<file path="src/camera_config.svh">
/*
 * Build-time settings for the camera sensor model and its capture path.
 * Raster size, porch and sync widths, pixel width and queue depth.
 * Include this header wherever one of these values is needed.
 */

`ifndef CAMERA_CONFIG_SVH
`define CAMERA_CONFIG_SVH

// Active raster
`define CAM_X_RESOLUTION 5
`define CAM_Y_RESOLUTION 4

// Horizontal timing in pixel clocks
`define CAM_H_FRONT_PORCH 10
`define CAM_H_BACK_PORCH 11
`define CAM_H_SYNC_WIDTH 44

// Vertical timing in lines
`define CAM_V_FRONT_PORCH 1
`define CAM_V_BACK_PORCH 2
`define CAM_V_SYNC_WIDTH 5

`define CAM_PIXEL_WIDTH 10
`define CAM_FIFO_DEPTH 4   // Entries in each output queue

`endif

</file>
<file path="src/video_timing_pkg.sv">
/*
 * Types for raster position and for the raw sensor bus.
 * Shared by the sensor model and the capture block; refer to the
 * types with video_timing_pkg:: scoped names.
 */

`include "camera_config.svh"

package video_timing_pkg;

    // Raster coordinate, wide enough for any practical sensor
    typedef logic [15:0] coord_t;

    // Raw sensor output, no back-pressure possible
    typedef struct packed {
        logic [`CAM_PIXEL_WIDTH-1:0] pixel;
        logic                        line_valid;
        logic                        frame_valid;
    } sensor_stream_t;

endpackage

</file>
<file path="src/capture_pkg.sv">
/*
 * Payload types that leave the capture path through the output queues.
 * pixel_beat_t carries one active pixel with its raster coordinates,
 * frame_summary_t carries the totals of one finished frame.
 */

`include "camera_config.svh"

package capture_pkg;

    // One active pixel, 43 bits
    typedef struct packed {
        video_timing_pkg::coord_t    x;
        video_timing_pkg::coord_t    y;
        logic [`CAM_PIXEL_WIDTH-1:0] data;
        logic                        last;   // Final active pixel of the frame
    } pixel_beat_t;

    // Per-frame totals, 48 bits
    typedef struct packed {
        logic [15:0] frame_number;
        logic [15:0] pixel_count;
        logic [15:0] checksum;       // Sum of pixel values, wraps at 2^16
    } frame_summary_t;

endpackage

</file>
<file path="src/image_gen.sv">
/*
 * Camera sensor emulator.
 * Runs free raster counters and drives a fixed test pattern together with
 * line_valid and frame_valid. Pixel data is aligned with line_valid.
 * The output is registered and cannot be stalled.
 */

`timescale 1ns/1ns

`include "camera_config.svh"

module image_gen (
    input  logic                            pixel_clock_in,
    input  logic                            reset_n_in,
    output video_timing_pkg::sensor_stream_t raw_stream
);

    // Horizontal counter wraps after sync + porches + active + 2 cycles
    localparam video_timing_pkg::coord_t H_LAST = `CAM_H_SYNC_WIDTH + `CAM_H_BACK_PORCH +
                                                  `CAM_X_RESOLUTION + `CAM_H_FRONT_PORCH + 1;
    localparam video_timing_pkg::coord_t V_LAST = `CAM_V_SYNC_WIDTH + `CAM_V_BACK_PORCH +
                                                  `CAM_Y_RESOLUTION + `CAM_V_FRONT_PORCH + 1;

    // Active window
    localparam video_timing_pkg::coord_t H_ACT_START = `CAM_H_SYNC_WIDTH + `CAM_H_BACK_PORCH;
    localparam video_timing_pkg::coord_t H_ACT_END   = H_ACT_START + `CAM_X_RESOLUTION;
    localparam video_timing_pkg::coord_t V_ACT_START = `CAM_V_SYNC_WIDTH + `CAM_V_BACK_PORCH;
    localparam video_timing_pkg::coord_t V_ACT_END   = V_ACT_START + `CAM_Y_RESOLUTION;
    localparam video_timing_pkg::coord_t V_SYNC_END  = `CAM_V_SYNC_WIDTH;

    video_timing_pkg::coord_t x_counter;
    video_timing_pkg::coord_t y_counter;
    video_timing_pkg::coord_t pixel_counter;   // Active pixel index within the frame
    logic                     active;

    // Test pattern: full scale at index 0 and 2 of every group of ten
    function automatic logic [`CAM_PIXEL_WIDTH-1:0] pattern_value(
        input video_timing_pkg::coord_t index
    );
        video_timing_pkg::coord_t phase;
        phase = index % 10;
        if (phase == 0 || phase == 2) begin
            return {`CAM_PIXEL_WIDTH{1'b1}};
        end
        return '0;
    endfunction

    assign active = (x_counter >= H_ACT_START) && (x_counter < H_ACT_END) &&
                    (y_counter >= V_ACT_START) && (y_counter < V_ACT_END);

    always_ff @(posedge pixel_clock_in) begin
        if (!reset_n_in) begin
            x_counter     <= '0;
            y_counter     <= '0;
            pixel_counter <= '0;
            raw_stream    <= '0;
        end else begin
            if (x_counter == H_LAST) begin
                x_counter <= '0;
                y_counter <= (y_counter == V_LAST) ? '0 : y_counter + 1'b1;
            end else begin
                x_counter <= x_counter + 1'b1;
            end

            raw_stream.line_valid  <= active;
            raw_stream.frame_valid <= (y_counter >= V_SYNC_END);   // Low during vertical sync
            raw_stream.pixel       <= active ? pattern_value(pixel_counter) : '0;

            if (y_counter < V_SYNC_END) begin
                pixel_counter <= '0;   // Pattern restarts every frame
            end else if (active) begin
                pixel_counter <= pixel_counter + 1'b1;
            end
        end
    end

endmodule

</file>
<file path="src/pixel_capture.sv">
/*
 * Capture front end for the raw sensor stream.
 * Tags every active pixel with x, y and a last flag and pushes it as a beat.
 * On each falling frame_valid it pushes a summary with count and checksum.
 * A frame already running when reset is released gives no summary.
 */

`timescale 1ns/1ns

`include "camera_config.svh"

module pixel_capture (
    input  logic                             pixel_clock_in,
    input  logic                             reset_n_in,
    input  video_timing_pkg::sensor_stream_t raw_stream,
    output logic                             beat_valid,
    output capture_pkg::pixel_beat_t         beat,
    output logic                             summary_valid,
    output capture_pkg::frame_summary_t      summary
);

    localparam video_timing_pkg::coord_t X_LAST = `CAM_X_RESOLUTION - 1;
    localparam video_timing_pkg::coord_t Y_LAST = `CAM_Y_RESOLUTION - 1;

    logic                     prev_line_valid;
    logic                     prev_frame_valid;
    logic                     frame_started;   // Saw the start of the current frame
    video_timing_pkg::coord_t x_count;
    video_timing_pkg::coord_t y_count;
    logic [15:0]              pixel_count;
    logic [15:0]              checksum;
    logic [15:0]              frame_number;
    logic                     pixel_active;
    logic                     line_end;
    logic                     frame_begin;
    logic                     frame_end;

    assign pixel_active = raw_stream.line_valid && raw_stream.frame_valid;
    assign line_end     = prev_line_valid && !raw_stream.line_valid;
    assign frame_begin  = !prev_frame_valid && raw_stream.frame_valid;
    assign frame_end    = prev_frame_valid && !raw_stream.frame_valid;

    always_ff @(posedge pixel_clock_in) begin
        if (!reset_n_in) begin
            prev_line_valid  <= 1'b0;
            prev_frame_valid <= 1'b1;   // A frame in flight at reset is not a new frame
            frame_started    <= 1'b0;
            x_count          <= '0;
            y_count          <= '0;
            pixel_count      <= '0;
            checksum         <= '0;
            frame_number     <= '0;
            beat_valid       <= 1'b0;
            summary_valid    <= 1'b0;
        end else begin
            prev_line_valid  <= raw_stream.line_valid;
            prev_frame_valid <= raw_stream.frame_valid;
            beat_valid       <= pixel_active;
            summary_valid    <= frame_end && frame_started;

            if (frame_begin) frame_started <= 1'b1;
            if (frame_end && frame_started) frame_number <= frame_number + 1'b1;

            if (pixel_active) x_count <= x_count + 1'b1;
            else if (!raw_stream.line_valid) x_count <= '0;

            // y advances on the falling edge of line_valid
            if (!raw_stream.frame_valid) y_count <= '0;
            else if (line_end) y_count <= y_count + 1'b1;

            if (!raw_stream.frame_valid) begin
                pixel_count <= '0;
                checksum    <= '0;
            end else if (pixel_active) begin
                pixel_count <= pixel_count + 1'b1;
                checksum    <= checksum + 16'(raw_stream.pixel);
            end
        end
    end

    // Payload registers
    always_ff @(posedge pixel_clock_in) begin
        if (pixel_active) begin
            beat.x    <= x_count;
            beat.y    <= y_count;
            beat.data <= raw_stream.pixel;
            beat.last <= (x_count == X_LAST) && (y_count == Y_LAST);
        end
        if (frame_end) begin
            summary.frame_number <= frame_number;
            summary.pixel_count  <= pixel_count;
            summary.checksum     <= checksum;
        end
    end

endmodule

</file>
<file path="src/stream_fifo.sv">
/*
 * Small queue for any payload type, set by the payload_t type parameter.
 * Push side takes a one-cycle valid pulse; pushes into a full queue are
 * dropped and set the sticky overflow flag until reset.
 * Pop side is a four-phase req/ack port with the head item held on pop_data.
 */

`timescale 1ns/1ns

module stream_fifo #(
    parameter type payload_t = logic [7:0],
    parameter int  depth     = 4
) (
    input  logic     pixel_clock_in,
    input  logic     reset_n_in,
    input  logic     push_valid,
    input  payload_t push_data,
    output logic     req,
    input  logic     ack,
    output payload_t pop_data,
    output logic     overflow
);

    localparam int PTR_W = (depth > 1) ? $clog2(depth) : 1;
    localparam int CNT_W = $clog2(depth + 1);

    typedef logic [PTR_W-1:0] ptr_t;
    typedef enum logic [1:0] {POP_IDLE, POP_REQ, POP_RELEASE} pop_state_t;

    payload_t          mem [depth];
    ptr_t              wr_ptr;
    ptr_t              rd_ptr;
    logic [CNT_W-1:0]  count;
    pop_state_t        pop_state;
    logic              push_accept;
    logic              pop_done;
    logic              have_item;

    function automatic ptr_t next_ptr(input ptr_t ptr);
        return (ptr == ptr_t'(depth - 1)) ? '0 : ptr + 1'b1;
    endfunction

    assign push_accept = push_valid && (count != CNT_W'(depth));
    assign pop_done    = (pop_state == POP_REQ) && ack;
    assign have_item   = (count != '0) || push_valid;   // Head ready by next cycle
    assign req         = (pop_state == POP_REQ);
    assign pop_data    = mem[rd_ptr];

    always_ff @(posedge pixel_clock_in) begin
        if (!reset_n_in) begin
            wr_ptr    <= '0;
            rd_ptr    <= '0;
            count     <= '0;
            overflow  <= 1'b0;
            pop_state <= POP_IDLE;
        end else begin
            if (push_accept) wr_ptr <= next_ptr(wr_ptr);
            if (pop_done) rd_ptr <= next_ptr(rd_ptr);
            if (push_accept && !pop_done) count <= count + 1'b1;
            else if (pop_done && !push_accept) count <= count - 1'b1;
            if (push_valid && !push_accept) overflow <= 1'b1;   // Sticky

            case (pop_state)
                POP_IDLE:    if (have_item && !ack) pop_state <= POP_REQ;
                POP_REQ:     if (ack) pop_state <= POP_RELEASE;     // Item removed here
                POP_RELEASE: if (!ack) pop_state <= have_item ? POP_REQ : POP_IDLE;
                default:     pop_state <= POP_IDLE;
            endcase
        end
    end

    always_ff @(posedge pixel_clock_in) begin
        if (push_accept) mem[wr_ptr] <= push_data;
    end

endmodule

</file>
<file path="src/camera_emulator_top.sv">
/*
 * Camera subsystem top level.
 * The sensor emulator feeds the capture block, which fills one queue
 * with pixel beats and one with frame summaries. Each queue is read
 * through its own four-phase req/ack port.
 */

`timescale 1ns/1ns

`include "camera_config.svh"

module camera_emulator_top (
    input  logic                        pixel_clock_in,
    input  logic                        reset_n_in,
    output logic                        pixel_req,
    input  logic                        pixel_ack,
    output capture_pkg::pixel_beat_t    pixel_out,
    output logic                        summary_req,
    input  logic                        summary_ack,
    output capture_pkg::frame_summary_t summary_out,
    output logic                        pixel_overflow,
    output logic                        summary_overflow
);

    video_timing_pkg::sensor_stream_t raw_stream;   // Raw sensor bus, no handshake
    logic                             beat_valid;
    capture_pkg::pixel_beat_t         beat;
    logic                             summary_valid;
    capture_pkg::frame_summary_t      summary;

    image_gen i_image_gen (
        .pixel_clock_in (pixel_clock_in),
        .reset_n_in     (reset_n_in),
        .raw_stream     (raw_stream)
    );

    pixel_capture i_pixel_capture (
        .pixel_clock_in (pixel_clock_in),
        .reset_n_in     (reset_n_in),
        .raw_stream     (raw_stream),
        .beat_valid     (beat_valid),
        .beat           (beat),
        .summary_valid  (summary_valid),
        .summary        (summary)
    );

    stream_fifo #(
        .payload_t (capture_pkg::pixel_beat_t),
        .depth     (`CAM_FIFO_DEPTH)
    ) pixel_queue (
        .pixel_clock_in (pixel_clock_in),
        .reset_n_in     (reset_n_in),
        .push_valid     (beat_valid),
        .push_data      (beat),
        .req            (pixel_req),
        .ack            (pixel_ack),
        .pop_data       (pixel_out),
        .overflow       (pixel_overflow)
    );

    stream_fifo #(
        .payload_t (capture_pkg::frame_summary_t),
        .depth     (`CAM_FIFO_DEPTH)
    ) summary_queue (
        .pixel_clock_in (pixel_clock_in),
        .reset_n_in     (reset_n_in),
        .push_valid     (summary_valid),
        .push_data      (summary),
        .req            (summary_req),
        .ack            (summary_ack),
        .pop_data       (summary_out),
        .overflow       (summary_overflow)
    );

endmodule

</file>
<file path="config.mk">
export PLATFORM = sky130hd
export DESIGN_NAME = camera_emulator_top
export DESIGN_NICKNAME = d
export VERILOG_FILES = /design/src/video_timing_pkg.sv /design/src/capture_pkg.sv /design/src/image_gen.sv /design/src/pixel_capture.sv /design/src/stream_fifo.sv /design/src/camera_emulator_top.sv
export VERILOG_INCLUDE_DIRS = /design/src
export SDC_FILE = /design/constraint.sdc
export NUM_CORES = 1
export LEC_CHECK = 0
export BUFFER_PORTS_ARGS = -buffer_cell sky130_fd_sc_hd__buf_2
export CAP_MARGIN = 0
export CORE_ASPECT_RATIO = 0.5
export CORE_UTILIZATION = 55
export CTS_CLUSTER_DIAMETER = 120
export DETAILED_ROUTE_END_ITERATION = 8
export GPL_TIMING_DRIVEN = 0
export PLACE_DENSITY_LB_ADDON = 0.12
export SYNTH_ARGS = -nofsm -noshare
export SYNTH_HDL_FRONTEND = slang
export SYNTH_SLANG_ARGS = --single-unit
</file>
<file path="constraint.sdc">
create_clock -name pixel_clock_in -period 8.5 [get_ports pixel_clock_in]
set_input_delay 2.125 -clock pixel_clock_in [delete_from_list [all_inputs] [get_ports pixel_clock_in]]
set_output_delay 2.125 -clock pixel_clock_in [all_outputs]
set_load 0.03 [all_outputs]
</file>
==> metrics.cfg, run 1 <==
[floorplan]
die_h_um = 157
die_area_um2 = 49000
die_x_um = 312
fp-row-count = 56
coreArea_um2 = 47200
start_util = 0.561
io_pins = 99

[drt]
drc_errors = 0
via_count = 17721
drt_wl_total_um = 56400
ant_nets = 0
drtPass1Iterations = 5
detail_route.wl_per_cell_um = 18.7
vias_per_cell = 5.86
drtIter0Drc = 1223

[timing]
setup_viol = 1
relSlewSlack = 0.345
rsz0062_at_grt = yes
layout_min_cycle_time_ns = 9.23
worst-slew-pin-transition_ns = 0.976
finClkSkew_ns = 0.0213
fmax_ghz = 0.108
hold_violations = 0
setup_slack_ns = -0.729
slew_viol_final = 0
min_period_over_period = 1.09

[power]
leakage_nw = 10.8
powerDensity_nw_per_um2 = 166
power_w = 0.00521
irDropWorstVdd_mv = 0.145

[clock_tree]
cts_hold_buffers = 0
clockRootBuffer = clkbuf_16
clk_path_buf_depth = 3
cts_tree = yes
path_clk_slew_ns = 0.06
cts_buffers = 50
ctsHtreeMaxLevel = 2
clock_latency_ns = 0.59
clock-sinks = 570

[logic_synthesis]
ys_seq_area_frac = 0.586
yosysTopAreaCellShare = 0.465
async_reset_ff_frac = 0
synth-edff-count = 410
syn_nets = 2136
ys.flop_type = edfxtp_1
synth.top_cells.by_area = edfxtp_1 (47%), dfxtp_1 (12%), mux4_2 (7.0%)
synth_cells = 2094
synthTopCellsByCount = edfxtp_1 (410), nor2_1 (224), dfxtp_1 (160)
ys_types = 118
syn_avg_cell_area_um2 = 12.6
ys_seq_elements = 570
yosysTopAreaCell = edfxtp_1
syn_area_um2 = 26500
yosysMostFrequentCell = edfxtp_1
yosys_warnings = 0

[min_path]
whs_path_depth = 0
min_path_type = register to register
min_to = i_pixel_capture.summary[47]
hp-start = i_pixel_capture.frame_number[15]

[critical_path]
cp-start-kind = register
critPathTopFamily = compound AO/OA/AOI/OAI gates
critPathMostFrequentCell = buf_6
crit_type = register to register
cp.arrival_ns = 9.74
critPathMaxFanout = 8
r2r_start = i_image_gen.pixel_counter[14]
reg2reg_to = i_image_gen.raw_stream[10]
ff2ff_path_depth = 38
slowest_stage = or4_4
crit_required_ns = 9.01
crit_buf_inv = 6
cp_num_cells = 38
end_kind = register
rrSetupSlack_ns = -0.73
slowest_delay_ns = 0.46

[placed_design]
hpwl_um = 37900
post-place-ws_ns = -2.02
placed_area_um2 = 28200
numPortBuffers = 97
gp_congestion = 0.876

[global_routing]
grt_pass1_wl_um = 89300
grt_use_total = 0.228
grt_pass1_vias = 16715
grt_max_degree = 34
antenna_found_initial = 0
grt_overflow = 0

[layout]
drive_above_1_share = 0.249
nets = 2385
syn_to_final_growth_pct = 18.3
final_area_um2 = 31300
diodes = 0
fillerInstances = 3488

[status]
status = finished with violations
violations = setup timing

[job]
cap_violations = 0

==> logic make-up (layout without fill, tap and decap cells) <==
group | count (synthesis) | after routing | share of synthesized area
adder cells (fa/ha/maj) | 39 | 39 | 0.0192
buffers and inverters | 145 | 436 | 0.0243
AND/OR/NAND/NOR | 723 | 723 | 0.138
multiplexers | 117 | 117 | 0.0836
AO/OA/AOI/OAI | 367 | 367 | 0.103
XOR/XNOR | 133 | 133 | 0.0452
flip-flops | 570 | 570 | 0.586
==> where the power goes <==
part	internal [W]	switching, W	leakage [nW]
combinational	0.00000416	0.0000159	4.99
clock	0.00123	0.000986	0.794
sequential	0.00296	0.00000955	5.01
total	0.00420	0.00101	10.8
==> per-layer routing <==
metal	share of wire	global-route usage	up-vias
met1	0.46	0.319	8744
met2	0.48	0.383	412
li1	-	-	8486
met5	0	0	-
met3	0.042	0.0285	79
met4	0.015	0.0509	0
==> repair_timing <==
action | 4_1_cts | 5_1_grt
buffers inserted | 81 | 13
setup endpoints to repair | 1 | 1
gates cloned | 1 | 0
gates resized for setup | 120 | 35
pin swaps | 63 | 25
==> worst max-delay path by stage <==
stage	slack, ns	endpoint	from
floorplan	-0.35	i_image_gen.raw_stream[10]	i_image_gen.pixel_counter[13]
global placement	-2.01	i_image_gen.raw_stream[10]	i_image_gen.pixel_counter[1]
detailed placement	-2.02	i_image_gen.raw_stream[10]	i_image_gen.pixel_counter[1]
CTS	-0.58	i_image_gen.raw_stream[10]	i_image_gen.pixel_counter[14]
global route	-1.08	i_image_gen.raw_stream[10]	i_image_gen.pixel_counter[14]
finish	-0.73	i_image_gen.raw_stream[10]	i_image_gen.pixel_counter[14]
==> stage by stage <==
stage / setup TNS [ns] / cells / hold slack (ns) / util
after floorplan: -0.353 / 2094 / 0.417 / -
after global placement: -2.01 / 2829 / 0.436 / 0.594
after detailed placement: -2.02 / 2839 / 0.444 / 0.599
after CTS: -0.582 / 3011 / 0.462 / 0.659
after global routing: -1.08 / 3023 / 0.481 / 0.664
final: -0.729 / 3023 / 0.458 / 0.664
==> state kept, by name, summed over array words and instances, names as in the netlist, 2 cells and up, named ones only <==
name	count
i_pixel_capture.y_count	16
i_image_gen.x_counter	16
summary_queue.mem	192
pixel_queue.mem	136
i_image_gen.pixel_counter	16
i_pixel_capture.x_count	16
pixel_queue.count	3
pixel_queue.rd_ptr	2
i_image_gen.y_counter	16
i_pixel_capture.pixel_count	16
summary_queue.count	3
i_image_gen.raw_stream	3
i_pixel_capture.frame_number	16
summary_queue.rd_ptr	2
pixel_queue.pop_state	2
i_pixel_capture.summary	48
summary_queue.pop_state	2
i_pixel_capture.beat	34
i_pixel_capture.checksum	16
pixel_queue.wr_ptr	2
summary_queue.wr_ptr	2
==> placed cells by master, fill, tap and decap left out, drive strengths merged, types with 70 or more instances in the layout <==
| master | netlist | final |
|---|---|---|
| nor2 | 226 | 226 |
| buf | 52 | 252 |
| nand3 | 80 | 80 |
| mux4 | 82 | 82 |
| dfxtp | 160 | 160 |
| edfxtp | 410 | 410 |
| nand2 | 137 | 137 |
| o21ai | 70 | 70 |
| clkbuf | 53 | 114 |
| a21oi | 88 | 88 |
==> final cells by class <==
type / instances / area (µm²) / area share
well taps: 638 / 798 / 0.0255
plain buffers: 100 / 544 / 0.0174
flip-flops and latches: 570 / 15500 / 0.496
repair buffers: 202 / 1410 / 0.0452
inverters: 40 / 150 / 0.00480
multi-input cells: 1379 / 11300 / 0.360
clock buffers: 64 / 1360 / 0.0433
clock inverters: 30 / 262 / 0.00836
Power figures use the tool's default switching activity.
==> run 2: changes to the inputs <==
--- a/config.mk
+++ b/config.mk
@@ -10,10 +10,11 @@
 export CAP_MARGIN = 0
 export CORE_ASPECT_RATIO = 0.5
 export CORE_UTILIZATION = 55
-export CTS_CLUSTER_DIAMETER = 120
+export CTS_CLUSTER_DIAMETER = 60
 export DETAILED_ROUTE_END_ITERATION = 8
 export GPL_TIMING_DRIVEN = 0
 export PLACE_DENSITY_LB_ADDON = 0.12
+export REMOVE_ABC_BUFFERS = 1
 export SYNTH_ARGS = -nofsm -noshare
 export SYNTH_HDL_FRONTEND = slang
 export SYNTH_SLANG_ARGS = --single-unit
==> metrics.cfg, run 2 (same netlist as run 1, synthesis figures left out) <==
[status]
status = finished with violations  ; unchanged
violations = setup timing  ; unchanged

[layout]
fillerInstances = 3381  ; was 3,488
final_cell_mix = edfxtp_1 (410), nor2_1 (218), dfxtp_1 (149)  ; was edfxtp_1 (410), nor2_1 (217), dfxtp_1 (158)
largest_register_ffs = 192  ; unchanged
multi_input_area_um2 = 11400  ; was 11,300 µm²
final_cells = 2953  ; was 3,023
syn_to_final_growth_pct = 18.6  ; was 18.3%
final_common_cell = edfxtp_1  ; unchanged
seq_area_um2 = 15500  ; about the same
top_register = summary_queue.mem  ; unchanged
final_area_um2 = 31400  ; was 31,300 µm²
diodes = 0  ; unchanged
nets = 2314  ; was 2,385
reg_top3 = summary_queue.mem: 192 flops, pixel_queue.mem: 136 flops, i_pixel_capture.summary: 48 flops  ; unchanged
drive_above_1_share = 0.263  ; was 0.249

[critical_path]
rrSetupSlack_ns = -0.79  ; was -0.73 ns
slowest_delay_ns = 0.54  ; was 0.46 ns
cp.arrival_ns = 9.77  ; was 9.74 ns
crit_required_ns = 8.99  ; was 9.01 ns
end_kind = register  ; unchanged
r2r_start = i_image_gen.pixel_counter[15]  ; was i_image_gen.pixel_counter[14]
cp_num_cells = 35  ; was 38
cp-start-kind = register  ; unchanged
ff2ff_path_depth = 35  ; was 38
crit_path_start = i_image_gen.pixel_counter[15]  ; was i_image_gen.pixel_counter[14]
slowest_stage = dfxtp_4  ; was or4_4
critPathMostFrequentCell = buf_4  ; was buf_6
crit_buf_inv = 6  ; unchanged
crit_type = register to register  ; unchanged
critPathMaxFanout = 25  ; was 8
critPathTopFamily = compound AO/OA/AOI/OAI gates  ; unchanged

[global_routing]
grt.met3_usage = 0.0278  ; was 0.0285
grt_use_total = 0.228  ; about the same
grt_pass1_wl_um = 90200  ; was 89,300 µm
grt_overflow = 0  ; unchanged
antenna_found_initial = 0  ; unchanged
grt_use_met2 = 0.413  ; was 0.383
grt.busiest_layer = met2  ; unchanged
grt_pass1_vias = 17234  ; was 16,715
use_met1 = 0.296  ; was 0.319
grt_max_degree = 42  ; was 34

[clock_tree]
cts_buffers = 51  ; was 50
cts_hold_buffers = 0  ; unchanged
clockRootBuffer = clkbuf_16  ; unchanged
ctsHtreeMaxLevel = 2  ; unchanged
cts_tree = yes  ; unchanged
path_clk_slew_ns = 0.06  ; about the same
clock_latency_ns = 0.58  ; was 0.59 ns
clock-sinks = 570  ; unchanged
clk_path_buf_depth = 3  ; unchanged

[floorplan]
io_pins = 99  ; unchanged
fp-row-count = 56  ; unchanged
coreArea_um2 = 47200  ; unchanged
die_h_um = 157  ; unchanged
die_area_um2 = 49000  ; unchanged
start_util = 0.561  ; unchanged
die_x_um = 312  ; unchanged

[timing]
min_period_over_period = 1.09  ; about the same
slew_viol_final = 0  ; unchanged
worst-slew-pin-transition_ns = 1.04  ; was 0.976 ns
setup_tns_ns = -0.788  ; was -0.729 ns
relSlewSlack = 0.306  ; was 0.345
hold_violations = 0  ; unchanged
setup_slack_ns = -0.788  ; was -0.729 ns
finClkSkew_ns = 0.0190  ; was 0.0213 ns
fin_hold_ws_ns = 0.446  ; was 0.458 ns
setup_viol = 1  ; unchanged
layout_min_cycle_time_ns = 9.29  ; was 9.23 ns
fmax_ghz = 0.108  ; about the same
rsz0062_at_grt = yes  ; unchanged

[placed_design]
dpl.cell_count = 2741  ; was 2,839
gp_congestion = 0.835  ; was 0.876
placed_area_um2 = 27600  ; was 28,200 µm²
numPortBuffers = 98  ; was 97
hpwl_um = 35200  ; was 37,900 µm

[min_path]
whs_path_depth = 1  ; was 0
min_path_type = register to register  ; unchanged
hp-start = i_image_gen.x_counter[0]  ; was i_pixel_capture.frame_number[15]

[power]
sequentialPowerShare = 0.553  ; was 0.571
p_int_w = 0.00437  ; was 0.00420 W
p_switching_w = 0.00100  ; was 0.00101 W
leakage_nw = 10.8  ; about the same
swShare = 0.186  ; was 0.194
irDropWorstVdd_mv = 0.122  ; was 0.145 mV
comb_power_share = 0.004  ; about the same
clkPwrFrac = 0.443  ; was 0.425
powerDensity_nw_per_um2 = 171  ; was 166 nW/µm²

[drt]
via_count = 17658  ; was 17,721
drtPass1Iterations = 6  ; was 5
drtIter0Drc = 1380  ; was 1,223
drt_wl_total_um = 56600  ; was 56,400 µm
drc_errors = 0  ; unchanged
vias_per_cell = 5.98  ; was 5.86
detail_route.wl_per_cell_um = 19.2  ; was 18.7 µm
ant_nets = 0  ; unchanged

[job]
cap_violations = 0  ; unchanged

==> run 2: changes by cell type in the layout (fill, tap and decap cells not counted), sizes merged <==
| cell | delta |
|---|---|
| bufinv | +4 |
| inv | +2 |
| clkinvlp | -2 |
| clkbuf | -43 |
| buf | -22 |
| clkinv | -9 |
==> run 2: timing repair <==
action,in CTS,in global routing
cloned,0,0
pin swaps,64,42
gates resized for setup,166,41
endpoints found under the setup margin,1,1
buffers inserted,95,22
==> run 2: routing by layer <==
metal	vias up	routed length, µm
li1	8336	-
met3	78	2360
met1	8766	24100
met2	478	29200
met4	0	867
met5	-	0
==> run 2: power groups by stage <==
stage / clock network (W) / logic (W) / registers (W)
after floorplan: 0 / 0.00000979 / 0.00303
after global placement: 0 / 0.0000173 / 0.00303
after CTS: 0.00243 / 0.0000196 / 0.00297
after detailed placement: 0 / 0.0000195 / 0.00303
after global routing: 0.00254 / 0.0000208 / 0.00297
final: 0.00238 / 0.0000189 / 0.00297
==> run 2: final cells by class <==
class,instances,share of cell area
clock buffer,71,0.0459
clock inverter,25,0.0100
inverter,40,0.00478
multi-input combinational,1379,0.362
sequential,570,0.495
tap,638,0.0254
timing repair buffer,230,0.0569
==> run 2: stage by stage <==
step / utilization / total power [W] / setup WS, ns
floorplan: - / 0.00304 / -1.95
global placement: 0.578 / 0.00305 / -4.45
detailed placement: 0.586 / 0.00305 / -4.30
CTS: 0.657 / 0.00542 / -0.605
global route: 0.666 / 0.00553 / -1.10
finish: 0.666 / 0.00537 / -0.788
==> run 2: path summary, 6_finish.rpt <==
path / end
worst min-delay path: i_image_gen.x_counter[0]
worst max-delay path: i_image_gen.raw_stream[10]
worst min register to register: i_image_gen.x_counter[0]
worst max register to register: i_image_gen.raw_stream[10]
==> run 2: worst reg2reg max path, delay by kind of cell, from the launching register on <==
family,cells,cell delay (ns)
AO/OA/AOI/OAI,15,3.85
AND/OR/NAND/NOR,12,3.24
buffers and inverters,6,0.94
flip-flops,1,0.54
multiplexers,1,0.36
adder cells (fa/ha/maj),1,0.28
==> run 3: changes to the inputs <==
--- a/config.mk
+++ b/config.mk
@@ -8,7 +8,6 @@
 export LEC_CHECK = 0
 export BUFFER_PORTS_ARGS = -buffer_cell sky130_fd_sc_hd__buf_2
 export CAP_MARGIN = 0
-export CORE_ASPECT_RATIO = 0.5
 export CORE_UTILIZATION = 55
 export CTS_CLUSTER_DIAMETER = 60
 export DETAILED_ROUTE_END_ITERATION = 8
==> metrics.cfg, run 3 (same netlist as run 1, synthesis figures left out) <==
[timing]
fin_hold_ws_ns = 0.453  ; was 0.446 ns
setup_slack_ns = -0.710  ; was -0.788 ns
slew_viol_final = 0  ; unchanged
rsz0062_at_grt = yes  ; unchanged
finClkSkew_ns = 0.0296  ; was 0.0190 ns
hold_violations = 0  ; unchanged
worst-slew-pin-transition_ns = 1.17  ; was 1.04 ns
layout_min_cycle_time_ns = 9.21  ; was 9.29 ns
setup_viol = 1  ; unchanged
fmax_ghz = 0.109  ; was 0.108 GHz
relSlewSlack = 0.220  ; was 0.306
min_period_over_period = 1.08  ; was 1.09
setup_tns_ns = -0.710  ; was -0.788 ns

[drt]
drtIter0Drc = 1190  ; was 1,380
drtPass1Iterations = 5  ; was 6
vias_per_cell = 6.01  ; was 5.98
via_count = 17673  ; was 17,658
ant_nets = 0  ; unchanged
drt_wl_total_um = 57600  ; was 56,600 µm
detail_route.wl_per_cell_um = 19.6  ; was 19.2 µm
drc_errors = 0  ; unchanged

[power]
p_switching_w = 0.00110  ; was 0.00100 W
irDropWorstVdd_mv = 0.183  ; was 0.122 mV
leakage_nw = 10.9  ; was 10.8 nW
powerDensity_nw_per_um2 = 181  ; was 171 nW/µm²
sequentialPowerShare = 0.518  ; was 0.553
p_int_w = 0.00463  ; was 0.00437 W
comb_power_share = 0.003  ; was 0.004
swShare = 0.192  ; was 0.186
clkPwrFrac = 0.478  ; was 0.443

[global_routing]
grt_max_degree = 42  ; unchanged
antenna_found_initial = 1  ; was 0
grt_pass1_wl_um = 93600  ; was 90,200 µm
grt_overflow = 0  ; unchanged
grt_use_total = 0.236  ; was 0.228
grt_pass1_vias = 17925  ; was 17,234

[layout]
final_area_um2 = 31600  ; was 31,400 µm²
final_cell_mix = edfxtp_1 (410), nor2_1 (218), dfxtp_1 (149)  ; unchanged
syn_to_final_growth_pct = 19.5  ; was 18.6%
reg_top3 = summary_queue.mem: 192 flops, pixel_queue.mem: 136 flops, i_pixel_capture.summary: 48 flops  ; unchanged
drive_above_1_share = 0.267  ; was 0.263
nets = 2318  ; was 2,314
seq_area_um2 = 15500  ; unchanged
fillerInstances = 3426  ; was 3,381
largest_register_ffs = 192  ; unchanged
final_common_cell = edfxtp_1  ; unchanged
diodes = 0  ; unchanged
top_register = summary_queue.mem  ; unchanged
multi_input_area_um2 = 11300  ; was 11,400 µm²

[job]
cap_violations = 0  ; unchanged

[clock_tree]
clock-sinks = 570  ; unchanged
cts_buffers = 57  ; was 51
clock_latency_ns = 0.62  ; was 0.58 ns
clk_path_buf_depth = 3  ; unchanged
clockRootBuffer = clkbuf_16  ; unchanged
path_clk_slew_ns = 0.06  ; about the same
cts_tree = yes  ; unchanged
ctsHtreeMaxLevel = 2  ; unchanged
cts_hold_buffers = 0  ; unchanged

[floorplan]
coreArea_um2 = 47500  ; was 47,200 µm²
start_util = 0.556  ; was 0.561
io_pins = 99  ; unchanged
die_h_um = 221  ; was 157 µm
die_area_um2 = 49000  ; about the same
die_x_um = 221  ; was 312 µm
fp-row-count = 80  ; was 56

[status]
status = finished with violations  ; unchanged
violations = setup timing  ; unchanged

[placed_design]
numPortBuffers = 98  ; unchanged
placed_area_um2 = 27600  ; about the same
hpwl_um = 36600  ; was 35,200 µm
gp_congestion = 0.874  ; was 0.835

[critical_path]
crit_type = register to register  ; unchanged
critPathMaxFanout = 7  ; was 25
crit_required_ns = 9.05  ; was 8.99 ns
slowest_stage = or4_4  ; was dfxtp_4
end_kind = register  ; unchanged
critPathMostFrequentCell = buf_4  ; unchanged
cp-start-kind = register  ; unchanged
cp.arrival_ns = 9.76  ; was 9.77 ns
slowest_delay_ns = 0.54  ; about the same
ff2ff_path_depth = 40  ; was 35

[min_path]
min_path_type = register to register  ; unchanged
whs_path_depth = 0  ; was 1

## run 3: worst max-delay path: cells and delay by family, from the launching register on
| family | cells | cell delay, ns |
|---|---|---|
| AO/OA/AOI/OAI | 15 | 3.72 |
| XOR/XNOR | 2 | 0.25 |
| adder cells (fa/ha/maj) | 1 | 0.28 |
| buffers and inverters | 9 | 1.38 |
| flip-flops | 1 | 0.34 |
| AND/OR/NAND/NOR | 13 | 3.18 |
## run 3: routing by layer
layer  up-vias  part of all wire  wire (µm)  global-route usage
li1       8333                 -          -                   -
met1      8824              0.43      24900               0.308
met2       400              0.50      28700               0.408
met3       114             0.042       2420              0.0324
met4         2             0.028       1610              0.0774
met5         -           0.00019         11                   0
## run 3: repair_timing
item / 4_1_cts / 5_1_grt
gates resized for setup: 152 / 42
endpoints found under the setup margin: 1 / 1
setup buffers: 95 / 18
gates cloned: 1 / 0
pin swaps: 64 / 29
## run 3: area by class of cell
cell class | count | area share
sequential | 570 | 0.492
multi-input combinational | 1380 | 0.357
timing repair buffer | 227 | 0.0543
clock buffer | 72 | 0.0524
tap | 615 | 0.0243
clock inverter | 36 | 0.0152
inverter | 40 | 0.00475
## run 3: metrics by stage
step	instances	power [W]	utilization	setup slack [ns]
after global routing	2940	0.00588	0.665	-1.06
after floorplan	1989	0.00304	-	-1.95
after global placement	2702	0.00305	0.573	-4.27
after detailed placement	2718	0.00305	0.580	-4.37
after CTS	2922	0.00578	0.657	-0.580
final	2940	0.00573	0.665	-0.710
## run 3: worst paths after layout
kind,startpoint,endpoint,slack (ns)
hold reg to reg,i_pixel_capture.checksum[15],i_pixel_capture.summary[15],0.45
hold / removal,i_pixel_capture.checksum[15],i_pixel_capture.summary[15],0.45
setup / recovery,i_image_gen.pixel_counter[14],i_image_gen.raw_stream[10],-0.71
setup reg to reg,i_image_gen.pixel_counter[14],i_image_gen.raw_stream[10],-0.71
## run 3: power by group through the flow
stage | sequential, W | clock, W | combinational [W]
4_1_cts | 0.00297 | 0.00279 | 0.0000195
6_report | 0.00297 | 0.00274 | 0.0000189
5_1_grt | 0.00297 | 0.00289 | 0.0000209
3_5_place_dp | 0.00303 | 0 | 0.0000194
2_1_floorplan | 0.00303 | 0 | 0.00000979
3_3_place_gp | 0.00303 | 0 | 0.0000170
